<file path="src/include/core_settings.svh">
`ifndef CORE_SETTINGS_SVH
`define CORE_SETTINGS_SVH

// Data and address width.
`define CORE_DATA_W 32

// Architectural registers, R15 is the pc.
`define CORE_REG_COUNT 16

// R15 reads ahead of the executing pc.
`define CORE_PC_AHEAD 8

`endif

</file>
<file path="src/rtl/core_pkg.sv">
`default_nettype none

`include "core_settings.svh"

package core_pkg;

	typedef logic [`CORE_DATA_W-1:0] word_t;
	typedef logic [$clog2(`CORE_REG_COUNT)-1:0] reg_addr_t;

	// Data-processing opcodes, ARM numbering.
	typedef enum logic [3:0] {
		ALU_AND = 4'h0,
		ALU_EOR = 4'h1,
		ALU_SUB = 4'h2,
		ALU_RSB = 4'h3,
		ALU_ADD = 4'h4,
		ALU_ADC = 4'h5,
		ALU_SBC = 4'h6,
		ALU_RSC = 4'h7,
		ALU_TST = 4'h8,
		ALU_TEQ = 4'h9,
		ALU_CMP = 4'hA,
		ALU_CMN = 4'hB,
		ALU_ORR = 4'hC,
		ALU_MOV = 4'hD,
		ALU_BIC = 4'hE,
		ALU_MVN = 4'hF
	} alu_op_e;

	typedef enum logic [3:0] {
		COND_EQ, COND_NE, COND_CS, COND_CC,
		COND_MI, COND_PL, COND_VS, COND_VC,
		COND_HI, COND_LS, COND_GE, COND_LT,
		COND_GT, COND_LE, COND_AL, COND_NV
	} cond_e;

	typedef struct packed {
		logic n;
		logic z;
		logic c;
		logic v;
	} flags_t;

	// Fetch side input.
	typedef struct packed {
		logic  valid;
		word_t pc;
		word_t insn;
	} insn_in_t;

	// ========================================
	// Stage bundles
	// ========================================

	typedef struct packed {
		logic        valid;
		word_t       pc;
		cond_e       cond;
		logic        is_branch;
		logic [23:0] br_offset; // Signed word offset.
		alu_op_e     alu_op;
		logic        set_flags;
		logic        write_en;
		reg_addr_t   rd;
		word_t       op_a;
		word_t       op_b;
		logic        rot_valid; // Rotate amount was nonzero.
		logic        rot_carry;
	} dec_op_t;

	typedef struct packed {
		logic      valid;
		logic      write_en;
		reg_addr_t rd;
		word_t     data;
		flags_t    flags;
	} exec_res_t;

	typedef struct packed {
		logic      valid;
		reg_addr_t rd;
		word_t     data;
	} fwd_t;

	typedef struct packed {
		logic      valid;
		logic      write_en;
		reg_addr_t rd;
		word_t     data;
		flags_t    flags;
	} retire_t;

endpackage

`default_nettype wire

</file>
<file path="src/rtl/alu_execute.sv">
`default_nettype none

`include "core_settings.svh"

module alu_execute (
	input  logic                clk,
	input  logic                rst,
	input  core_pkg::dec_op_t   dec_op,
	output core_pkg::exec_res_t exec_res,
	output core_pkg::fwd_t      exec_fwd,
	output logic                jmp,
	output core_pkg::word_t     jmppc
);
	import core_pkg::*;

	flags_t flags_q;
	flags_t flags_nx;
	flags_t alu_flags;
	logic   cond_ok;
	logic   logical;
	logic   wr_ok;
	word_t  add_a;
	word_t  add_b;
	logic   add_cin;
	logic [`CORE_DATA_W:0] sum;
	word_t  result;

	function automatic logic cond_pass(cond_e cc, flags_t f);
		case (cc)
			COND_EQ: cond_pass = f.z;
			COND_NE: cond_pass = !f.z;
			COND_CS: cond_pass = f.c;
			COND_CC: cond_pass = !f.c;
			COND_MI: cond_pass = f.n;
			COND_PL: cond_pass = !f.n;
			COND_VS: cond_pass = f.v;
			COND_VC: cond_pass = !f.v;
			COND_HI: cond_pass = f.c && !f.z;
			COND_LS: cond_pass = !f.c || f.z;
			COND_GE: cond_pass = (f.n == f.v);
			COND_LT: cond_pass = (f.n != f.v);
			COND_GT: cond_pass = !f.z && (f.n == f.v);
			COND_LE: cond_pass = f.z || (f.n != f.v);
			COND_AL: cond_pass = 1'b1;
			default: cond_pass = 1'b0; // NV never executes.
		endcase
	endfunction

	assign cond_ok = cond_pass(dec_op.cond, flags_q);

	// ========================================
	// Adder operand steering
	// ========================================

	always_comb
	begin
		add_a   = dec_op.op_a;
		add_b   = dec_op.op_b;
		add_cin = 1'b0;
		case (dec_op.alu_op)
			ALU_SUB, ALU_CMP:
			begin
				add_b   = ~dec_op.op_b;
				add_cin = 1'b1;
			end
			ALU_RSB:
			begin
				add_a   = dec_op.op_b;
				add_b   = ~dec_op.op_a;
				add_cin = 1'b1;
			end
			ALU_ADC: add_cin = flags_q.c;
			ALU_SBC:
			begin
				add_b   = ~dec_op.op_b;
				add_cin = flags_q.c;
			end
			ALU_RSC:
			begin
				add_a   = dec_op.op_b;
				add_b   = ~dec_op.op_a;
				add_cin = flags_q.c;
			end
			default:
			begin
			end
		endcase
	end

	assign sum = {1'b0, add_a} + {1'b0, add_b} + {{`CORE_DATA_W{1'b0}}, add_cin};

	always_comb
	begin
		logical = 1'b1;
		case (dec_op.alu_op)
			ALU_AND, ALU_TST: result = dec_op.op_a & dec_op.op_b;
			ALU_EOR, ALU_TEQ: result = dec_op.op_a ^ dec_op.op_b;
			ALU_ORR: result = dec_op.op_a | dec_op.op_b;
			ALU_MOV: result = dec_op.op_b;
			ALU_BIC: result = dec_op.op_a & ~dec_op.op_b;
			ALU_MVN: result = ~dec_op.op_b;
			default:
			begin
				result  = sum[`CORE_DATA_W-1:0];
				logical = 1'b0;
			end
		endcase

		alu_flags.n = result[`CORE_DATA_W-1];
		alu_flags.z = (result == '0);
		if (logical)
		begin
			// Carry from the immediate rotate only.
			alu_flags.c = dec_op.rot_valid ? dec_op.rot_carry : flags_q.c;
			alu_flags.v = flags_q.v;
		end
		else
		begin
			alu_flags.c = sum[`CORE_DATA_W];
			alu_flags.v = (add_a[`CORE_DATA_W-1] == add_b[`CORE_DATA_W-1])
				&& (result[`CORE_DATA_W-1] != add_a[`CORE_DATA_W-1]);
		end
	end

	assign flags_nx = (dec_op.valid && cond_ok && dec_op.set_flags) ? alu_flags : flags_q;
	assign wr_ok    = dec_op.valid && cond_ok && dec_op.write_en;

	assign exec_fwd = '{valid: wr_ok, rd: dec_op.rd, data: result};

	// Branch resolves here and kills the decode slot.
	assign jmp   = dec_op.valid && dec_op.is_branch && cond_ok;
	assign jmppc = dec_op.pc + `CORE_PC_AHEAD
		+ {{(`CORE_DATA_W-26){dec_op.br_offset[23]}}, dec_op.br_offset, 2'b00};

	always_ff @(posedge clk)
	begin
		if (rst)
			flags_q <= '0;
		else
			flags_q <= flags_nx;
	end

	always_ff @(posedge clk)
	begin
		exec_res.rd    <= dec_op.rd;
		exec_res.data  <= result;
		exec_res.flags <= flags_nx;
		if (rst)
		begin
			exec_res.valid    <= 1'b0;
			exec_res.write_en <= 1'b0;
		end
		else
		begin
			exec_res.valid    <= dec_op.valid;
			exec_res.write_en <= wr_ok;
		end
	end

endmodule

`default_nettype wire

</file>
<file path="src/rtl/core_top.sv">
`default_nettype none

`include "core_settings.svh"

module core_top (
	input  logic                    clk,
	input  logic                    rst,
	input  core_pkg::insn_in_t      insn_in,
	output core_pkg::retire_t       retire,
	output logic                    jmp,
	output logic [`CORE_DATA_W-1:0] jmppc
);
	import core_pkg::*;

	dec_op_t   dec_op;
	exec_res_t exec_res;
	fwd_t      exec_fwd;
	fwd_t      wb_fwd;
	reg_addr_t rd_addr_a;
	reg_addr_t rd_addr_b;
	word_t     rd_data_a;
	word_t     rd_data_b;
	logic      wr_en;
	reg_addr_t wr_addr;
	word_t     wr_data;

	insn_decode decode_i (
		.clk(clk), .rst(rst),
		.insn_in(insn_in), .flush(jmp), // Taken branch squashes decode.
		.rd_addr_a(rd_addr_a), .rd_addr_b(rd_addr_b),
		.rd_data_a(rd_data_a), .rd_data_b(rd_data_b),
		.exec_fwd(exec_fwd), .wb_fwd(wb_fwd),
		.dec_op(dec_op));

	alu_execute execute_i (
		.clk(clk), .rst(rst),
		.dec_op(dec_op), .exec_res(exec_res), .exec_fwd(exec_fwd),
		.jmp(jmp), .jmppc(jmppc));

	result_writeback result_i (
		.clk(clk), .rst(rst),
		.exec_res(exec_res),
		.wr_en(wr_en), .wr_addr(wr_addr), .wr_data(wr_data),
		.wb_fwd(wb_fwd), .retire(retire));

	reg_file regfile_i (
		.clk(clk), .rst(rst),
		.rd_addr_a(rd_addr_a), .rd_addr_b(rd_addr_b),
		.rd_data_a(rd_data_a), .rd_data_b(rd_data_b),
		.wr_en(wr_en), .wr_addr(wr_addr), .wr_data(wr_data));

endmodule

`default_nettype wire

</file>
<file path="src/rtl/insn_decode.sv">
`default_nettype none

`include "core_settings.svh"

module insn_decode (
	input  logic                clk,
	input  logic                rst,
	input  core_pkg::insn_in_t  insn_in,
	input  logic                flush,
	output core_pkg::reg_addr_t rd_addr_a,
	output core_pkg::reg_addr_t rd_addr_b,
	input  core_pkg::word_t     rd_data_a,
	input  core_pkg::word_t     rd_data_b,
	input  core_pkg::fwd_t      exec_fwd,
	input  core_pkg::fwd_t      wb_fwd,
	output core_pkg::dec_op_t   dec_op
);
	import core_pkg::*;

	localparam reg_addr_t PC_REG = reg_addr_t'(`CORE_REG_COUNT - 1);

	word_t     insn;
	word_t     pc_ahead;
	alu_op_e   opcode;
	logic      imm_form;
	logic      set_bit;
	logic      is_test;
	logic      is_dp;
	logic      is_branch;
	reg_addr_t rn;
	reg_addr_t rd;
	reg_addr_t rm;
	logic [3:0] rot;
	logic [2*`CORE_DATA_W-1:0] imm_pair;
	word_t     imm_val;
	dec_op_t   dec_next;

	// Newest producer wins, R15 is never written.
	function automatic word_t operand(reg_addr_t addr, word_t rf_data, fwd_t ef, fwd_t wf,
			word_t pc_val);
		if (addr == PC_REG)
			return pc_val;
		else if (ef.valid && ef.rd == addr)
			return ef.data;
		else if (wf.valid && wf.rd == addr)
			return wf.data;
		else
			return rf_data;
	endfunction

	// ========================================
	// Field extraction
	// ========================================

	assign insn     = insn_in.insn;
	assign pc_ahead = insn_in.pc + `CORE_PC_AHEAD;
	assign opcode   = alu_op_e'(insn[24:21]);
	assign imm_form = insn[25];
	assign set_bit  = insn[20];
	assign rn       = insn[19:16];
	assign rd       = insn[15:12];
	assign rm       = insn[3:0];
	assign rot      = insn[11:8];

	assign is_test   = (insn[24:23] == 2'b10); // TST, TEQ, CMP, CMN.
	assign is_dp     = (insn[27:26] == 2'b00) && (imm_form || insn[11:4] == 8'h00)
		&& !(is_test && !set_bit);
	assign is_branch = (insn[27:25] == 3'b101);

	// Rotate right by twice the field.
	assign imm_pair = {2{{(`CORE_DATA_W-8){1'b0}}, insn[7:0]}} >> {rot, 1'b0};
	assign imm_val  = imm_pair[`CORE_DATA_W-1:0];

	assign rd_addr_a = rn;
	assign rd_addr_b = rm;

	always_comb
	begin
		dec_next.valid     = insn_in.valid;
		dec_next.pc        = insn_in.pc;
		dec_next.cond      = cond_e'(insn[31:28]);
		dec_next.is_branch = is_branch;
		dec_next.br_offset = insn[23:0];
		dec_next.alu_op    = opcode;
		dec_next.set_flags = is_dp && set_bit;
		dec_next.write_en  = is_dp && !is_test && rd != PC_REG; // Unknown encodings never write.
		dec_next.rd        = rd;
		dec_next.op_a      = operand(rn, rd_data_a, exec_fwd, wb_fwd, pc_ahead);
		dec_next.op_b      = imm_form ? imm_val
			: operand(rm, rd_data_b, exec_fwd, wb_fwd, pc_ahead);
		dec_next.rot_valid = imm_form && rot != 4'd0;
		dec_next.rot_carry = imm_val[`CORE_DATA_W-1];
	end

	always_ff @(posedge clk)
	begin
		dec_op <= dec_next;
		if (rst || flush)
			dec_op.valid <= 1'b0;
	end

endmodule

`default_nettype wire

</file>
<file path="src/rtl/reg_file.sv">
`default_nettype none

`include "core_settings.svh"

module reg_file (
	input  logic                clk,
	input  logic                rst,
	input  core_pkg::reg_addr_t rd_addr_a,
	input  core_pkg::reg_addr_t rd_addr_b,
	output core_pkg::word_t     rd_data_a,
	output core_pkg::word_t     rd_data_b,
	input  logic                wr_en,
	input  core_pkg::reg_addr_t wr_addr,
	input  core_pkg::word_t     wr_data
);
	import core_pkg::*;

	word_t regs [`CORE_REG_COUNT];

	always_ff @(posedge clk)
	begin
		if (rst)
			regs <= '{default: '0};
		else if (wr_en)
			regs[wr_addr] <= wr_data;
	end

	// Write-through so a reader in the write cycle sees new data.
	assign rd_data_a = (wr_en && wr_addr == rd_addr_a) ? wr_data : regs[rd_addr_a];
	assign rd_data_b = (wr_en && wr_addr == rd_addr_b) ? wr_data : regs[rd_addr_b];

endmodule

`default_nettype wire

</file>
<file path="src/rtl/result_writeback.sv">
`default_nettype none

module result_writeback (
	input  logic                clk,
	input  logic                rst,
	input  core_pkg::exec_res_t exec_res,
	output logic                wr_en,
	output core_pkg::reg_addr_t wr_addr,
	output core_pkg::word_t     wr_data,
	output core_pkg::fwd_t      wb_fwd,
	output core_pkg::retire_t   retire
);
	assign wr_en   = exec_res.valid && exec_res.write_en;
	assign wr_addr = exec_res.rd;
	assign wr_data = exec_res.data;

	assign wb_fwd = '{valid: wr_en, rd: exec_res.rd, data: exec_res.data}; // Same as port.

	always_ff @(posedge clk)
	begin
		retire.rd    <= exec_res.rd;
		retire.data  <= exec_res.data;
		retire.flags <= exec_res.flags;
		if (rst)
		begin
			retire.valid    <= 1'b0;
			retire.write_en <= 1'b0;
		end
		else
		begin
			retire.valid    <= exec_res.valid;
			retire.write_en <= exec_res.write_en;
		end
	end

endmodule

`default_nettype wire

</file>
<file path="config.mk">
export PLATFORM = sky130hd
export DESIGN_NAME = core_top
export DESIGN_NICKNAME = d
export VERILOG_FILES = /design/src/rtl/core_pkg.sv /design/src/rtl/alu_execute.sv /design/src/rtl/core_top.sv /design/src/rtl/insn_decode.sv /design/src/rtl/reg_file.sv /design/src/rtl/result_writeback.sv
export VERILOG_INCLUDE_DIRS = /design/src /design/src/include
export SDC_FILE = /design/constraint.sdc
export NUM_CORES = 2
export LEC_CHECK = 0
export CAP_MARGIN = 10
export CELL_PAD_IN_SITES_DETAIL_PLACEMENT = 1
export CELL_PAD_IN_SITES_GLOBAL_PLACEMENT = 2
export CORE_ASPECT_RATIO = 1.1
export CORE_MARGIN = 3
export CORE_UTILIZATION = 44
export DETAILED_ROUTE_END_ITERATION = 8
export DONT_BUFFER_PORTS = 1
export PLACE_DENSITY_LB_ADDON = 0.1
export RECOVER_POWER = 25
export REMOVE_ABC_BUFFERS = 1
export SKIP_LAST_GASP = 1
export SLEW_MARGIN = 10
export SYNTH_ARGS = -nofsm -noshare
export SYNTH_HDL_FRONTEND = slang
export SYNTH_SLANG_ARGS = --single-unit
</file>
<file path="constraint.sdc">
create_clock -name clk -period 12.45 [get_ports clk]
set_input_delay 3.1125 -clock clk [delete_from_list [all_inputs] [get_ports clk]]
set_output_delay 3.1125 -clock clk [all_outputs]
set_load 0.1 [all_outputs]
</file>
### After elaboration in Yosys (flattened, before gate mapping)

Cells that the tools add are included.

| word-level totals | value |
|---|---|
| bits in registers | 738 |
| bits of input ports | 67 |

| operators by class | value |
|---|---|
| $add $sub $neg | 5 |
| $lt $le $gt $ge | 4 |
| eq/ne operators | 40 |
| shift operators | 1 |
| mux-type cells | 25 |
| bitwise operators | 9 |
| reduce and logical (&&, ||, !) cells | 45 |

Operators with widths:

| kind | count |
|---|---|
| bitwise mux 512 bit | 1 |
| two-way mux 32 bit | 13 |
| binary-select mux 32 bit (select 4 bit) | 2 |
| case mux 32 bit (6 select lines) | 1 |
| demux 32 bit (select 4 bit) | 1 |
| adder 32 x 4 -> 32 bit, second input constant | 2 |
| bitwise AND 32 bit | 2 |
| == test 4 bit, second input constant | 16 |
| NOT 32 bit | 2 |
| case mux 32 bit (2 select lines) | 1 |
| >> shifter 40 x 5 -> 32 bit | 1 |
| adder 32 x 32 -> 33 bit | 1 |
| adder 33 x 1 -> 33 bit | 1 |
| adder 32 bit | 1 |
| logical NOT 32 bit | 1 |
| OR 32 bit | 1 |
| bitwise XOR 32 bit | 1 |
| == test 4 x 3 -> 1 bit, second input constant | 7 |
| logical AND 1 bit | 21 |
| == test 4 x 2 -> 1 bit, second input constant | 4 |
| == test 4 bit | 4 |
| greater-or-equal comparator 5 bit, second input constant | 3 |
| NOT 4 -> 5 bit | 3 |
| case mux 1 bit (15 select lines) | 1 |
| 20 further kinds | 38 |

### Logic depth before layout (Yosys ltp)

| logic depth | value |
|---|---|
| depth in word-level cells | 10 |
| gate-level depth with buffers | 23 |

### Modules after synthesis

Synthesis repeated with hierarchy kept, for this count alone.

| second synthesis, totals | value |
|---|---|
| cell total of the unflattened synthesis | 4973 |
| area total of the unflattened synthesis | 42062.8 um^2 |

Modules (own cells, without submodules):

| module | times used | cells an instance | area an instance (um^2) | seq. area each (um^2) |
|---|---|---|---|---|
| reg_file | 1 | 2937 | 26058.7 | 10249.8 |
| alu_execute | 1 | 1234 | 8488.1 | 920.9 |
| insn_decode | 1 | 684 | 6108.4 | 2622.5 |
| result_writeback | 1 | 118 | 1407.6 | 840.8 |

### Worst setup path before layout

No wires, ideal clock.

| timing path | value |
|---|---|
| path type | register to output |
| start point | register, netlist name decode_i.dec_op[77] |
| end point | output jmppc[27] |
| arrival | 4.238 ns |
| path slack | 5.100 ns |
| cell stages (with the launch flop) | 17 |
| buffers on the path | 0 |
| cells stage by stage | dfxtp_1 inv_1 ha_1 inv_1 ha_1 inv_1 fa_1 nor2b_1 o31a_1 o21ai_1 a21oi_1 o41ai_1 o21ai_1 a21oi_1 o31ai_1 a21oi_1 xnor2_1 |

| between the ends | value |
|---|---|
| word-level cells in the longest chain between the ends | 1 |

Ends and longest elaborated chain:

| element | line | text |
|---|---|---|
| adder 32 bit | alu_execute.sv:132 | `` assign jmppc = dec_op.pc + `CORE_PC_AHEAD `` |
| end, declared | core_top.sv:11 | `` output logic [`CORE_DATA_W-1:0] jmppc `` |

No other way between the ends.

### Final worst setup path

| timing path | value |
|---|---|
| start point | register, netlist name decode_i.dec_op[77] |
| end point | output jmppc[29] |

| between the ends | value |
|---|---|
| word-level cells in the longest chain between the ends | 1 |

Ends and longest elaborated chain:

| element | line |
|---|---|
| adder 32 bit | alu_execute.sv:132 |

No other way between the ends.

==> summary.txt <==
STA
  – Fin. Hold Viols: 0
  – Setup Skew: between 0.03 and 0.04 ns
  – Min cycle time layout: between 8 and 9 ns
  – Max-slew violation count: about 290
  – Hold_ws: around 0.33 ns
  – Endpoints failing setup: 0
  – Final setup TNS: 0 ns
  – Final period utilization: 0.671
  – RSZ-0062 raised after global routing: false
  – Fmax: between 0.1 and 0.15 GHz
  – Slew margin rel.: -0.938
  – Actual slew at the worst max-slew pin: approximately 2.9 ns

Power and ir drop
  – Switch share: 0.308
  – Seq pwr share: 0.443
  – Clock power frac: 0.442
  – Combinational Power Share: 0.115
  – Power per cell area: approximately 140 nW/µm²
  – Leakage: about 16 nW
  – Peak supply drop: 114 µV
  – Pint: ~0.0042 W
  – Switching power: 0.00185 W
  – Overall power: around 0.0060 W

Critical path
  – Most used cell, CP: inv_1
  – Worst-path fanout max: 4
  – Critical Path Max Stage Delay: 0.90 ns
  – Arr. time, crit path: about 5.2 ns
  – Critical path cell sequence: inv_1 > ha_1 > inv_1 > ha_1 > inv_1 > fa_1 > nor2b_1 > o31a_1 > o21ai_1 > a21oi_1 > o41ai_1 > o21ai_1 > a21oi_1 > o31ai_1 > nand2b_1 > nand2_1 > xor2_2
  – CP endpoint kind: output port
  – CP Class: reg2out
  – CP startpoint kind: flip-flop
  – CP Data Required Time: 9.34 ns
  – Worst path slowest cell: xor2_2

Clocking
  – Clock transition at the registers of the reported paths: 0.06 ns
  – Worst-skew pair later-pin latency: between 0.6 and 0.7 ns
  – Post-CTS sizing: 0
  – Post-CTS Setup Bufs: 0
  – Root buffer cell: clkbuf_16
  – CTS Buf Count: 85
  – H-tree depth: 3
  – CTS Hold Bufs: 0
  – Clk buf depth: 3
  – Clock sink total: around 730
  – CTS tree: built

Yosys
  – Post-synthesis sequential area ratio: 0.364
  – Post-synth EDFFs: 0
  – Yosys cell types: just over 100
  – Yosys warns: 0
  – Mapped Area: 40200 µm²
  – Synth Flop Type: dfxtp_1
  – Share of the synthesized area in the top cell type: 0.364
  – Post-synthesis area per instance: roughly 9 µm²
  – Synth area leaders: dfxtp_1, mux4_2, nand2_1, a21oi_1, ha_1
  – Seq cells post-synth: 731
  – Async set-or-reset flop fraction in the synthesized netlist: 0
  – Largest area contributor in the netlist: dfxtp_1
  – Cells after Synth: between 4000 and 5000

Global routing
  – Global Route Usage Sum: 0.353
  – First-pass GRT wire length: ~250000 µm
  – Grt ovf: 0
  – Initial antenna violation count: 2
  – Largest net degree at the start of global routing: ~520
  – Number of global-route vias before repair: between 30000 and 40000

Placed design
  – Routability cong.: 0.891
  – # port buffers: 0
  – HPWL Detailed: between 90000 and 100000 µm

Drt
  – Total wire length: approximately 170000 µm
  – Detailed-router iteration count before antenna repair: 7
  – Initial detailed-routing violation count: between 3000 and 4000
  – ANT nets after route: 0
  – Routed via count: between 30000 and 40000
  – Residual DRC: 0
  – Vias/cell: about 6.4
  – Avg WL per Cell: 30.6 µm

Hold path
  – Hold Path Class: reg2reg

Floorplan
  – CORE AREA: between 80000 and 90000 µm²
  – Initial Utilization: 0.447
  – Die Y: 323 µm
  – Chip Width: approximately 290 µm
  – Cell Rows: 115
  – Die area: 95000 µm²
  – Ports: approximately 140

Layout
  – Layout cells sized above 1: 0.148
  – Fin nets: 4516
  – Most frequent cells in the layout: nand2_1, dfxtp_1, a21oi_1, mux4_2, o21ai_0
  – Area grow syn2layout: 9.10%
  – Commonest non-fill, non-tap cell in the layout: nand2_1

Outcome
  – Status: complete, but fails checks
  – Failing checks: capacitance limit, slew limit

Run
  – Max_cap viols: 2
power groups by stage:
stage	Sequential [W]	Combinational [W]	Clock (W)
final	0.00266	0.000689	0.00265
after global routing	0.00267	0.000725	0.00278
after CTS	0.00266	0.000685	0.00268
after detailed placement	0.00271	0.000681	0
after global placement	0.00271	0.000679	0
after floorplan	0.00266	0.000504	0
stage by stage:
| stage | cells | utilization | worst slack [ns] | cell area (µm²) |
|---|---|---|---|---|
| final | 5564 | 0.487 | 4.10 | 43800 |
| after global routing | 5563 | 0.487 | 3.77 | 43800 |
| after CTS | 5563 | 0.488 | 4.04 | 43800 |
| after detailed placement | 5408 | 0.455 | 4.78 | 40900 |
| after global placement | 5408 | 0.455 | 4.81 | 40900 |
| after floorplan | 4172 | - | 5.06 | 38500 |
synth_stat cells, types with 26 or more instances:
master and instances:
o22ai_1 47, nor3_1 33, a21o_1 29, a21oi_1 634, o211ai_1 38, nand3_1 40, inv_1 92, xor2_1 43
a31oi_1 26, mux4_2 320, xnor2_1 61, buf_1 39, ha_1 121, o21ai_0 178, dfxtp_1 731, clkbuf_1 331
mux2i_1 77, nand2_1 1256, a211oi_1 28, nor2_1 142
metal layers:
metal,GRT usage,part of all wire,vias up
met5,0,0,-
met4,0.175,0.056,0
met3,0.0623,0.078,392
met2,0.574,0.46,1480
met1,0.455,0.41,18200
li1,-,-,15600
critical path, delay by kind of cell (launching register included):
| kind | cells | cell delay, ns |
|---|---|---|
| simple gates | 3 | 0.42 |
| flops | 1 | 0.31 |
| compound gates | 7 | 1.86 |
| buf+inv | 3 | 0.16 |
| xor+xnor | 1 | 0.90 |
| fa+ha+maj | 3 | 0.91 |
registers in the layout, summed over array words and instances, names as in the netlist:
signal / count
result_i.retire: 42
execute_i.exec_res: 42
decode_i.dec_op: 131
execute_i.flags_q: 4
regfile_i.regs: 512
worst paths after layout:
kind | from | endpoint | slack, ns | cells past startpoint
hold / removal | execute_i.exec_res[0] | result_i.retire[0] | 0.33 | 0
hold reg to reg | execute_i.exec_res[0] | result_i.retire[0] | 0.33 | 0
setup / recovery | decode_i.dec_op[77] | jmppc[29] | 4.10 | 17
setup reg to reg | decode_i.dec_op[75] | decode_i.dec_op[62] | 6.48 | 18
kinds of logic (layout without fill, tap and decap cells):
kind of cell | Yosys count | in the layout | synth area share
mux | 407 | 407 | 0.201
other cells | 0 | 1 | 0
xor+xnor | 106 | 106 | 0.0235
fa+ha+maj | 124 | 124 | 0.0392
buf+inv | 497 | 313 | 0.0497
simple gates | 1603 | 1603 | 0.164
flops | 731 | 731 | 0.364
compound gates | 1109 | 1109 | 0.158
area by class of cell:
class | count | area (µm²)
timing repair buffer | 66 | 492
tap | 1170 | 1460
multi-input combinational | 3349 | 23900
fill | 10200 | 46100
sequential | 731 | 14600
inverter | 92 | 345
clock buffer | 119 | 2530
antenna | 1 | 2.50
clock inverter | 36 | 418
No activity file was read; power rests on OpenSTA's default activity.
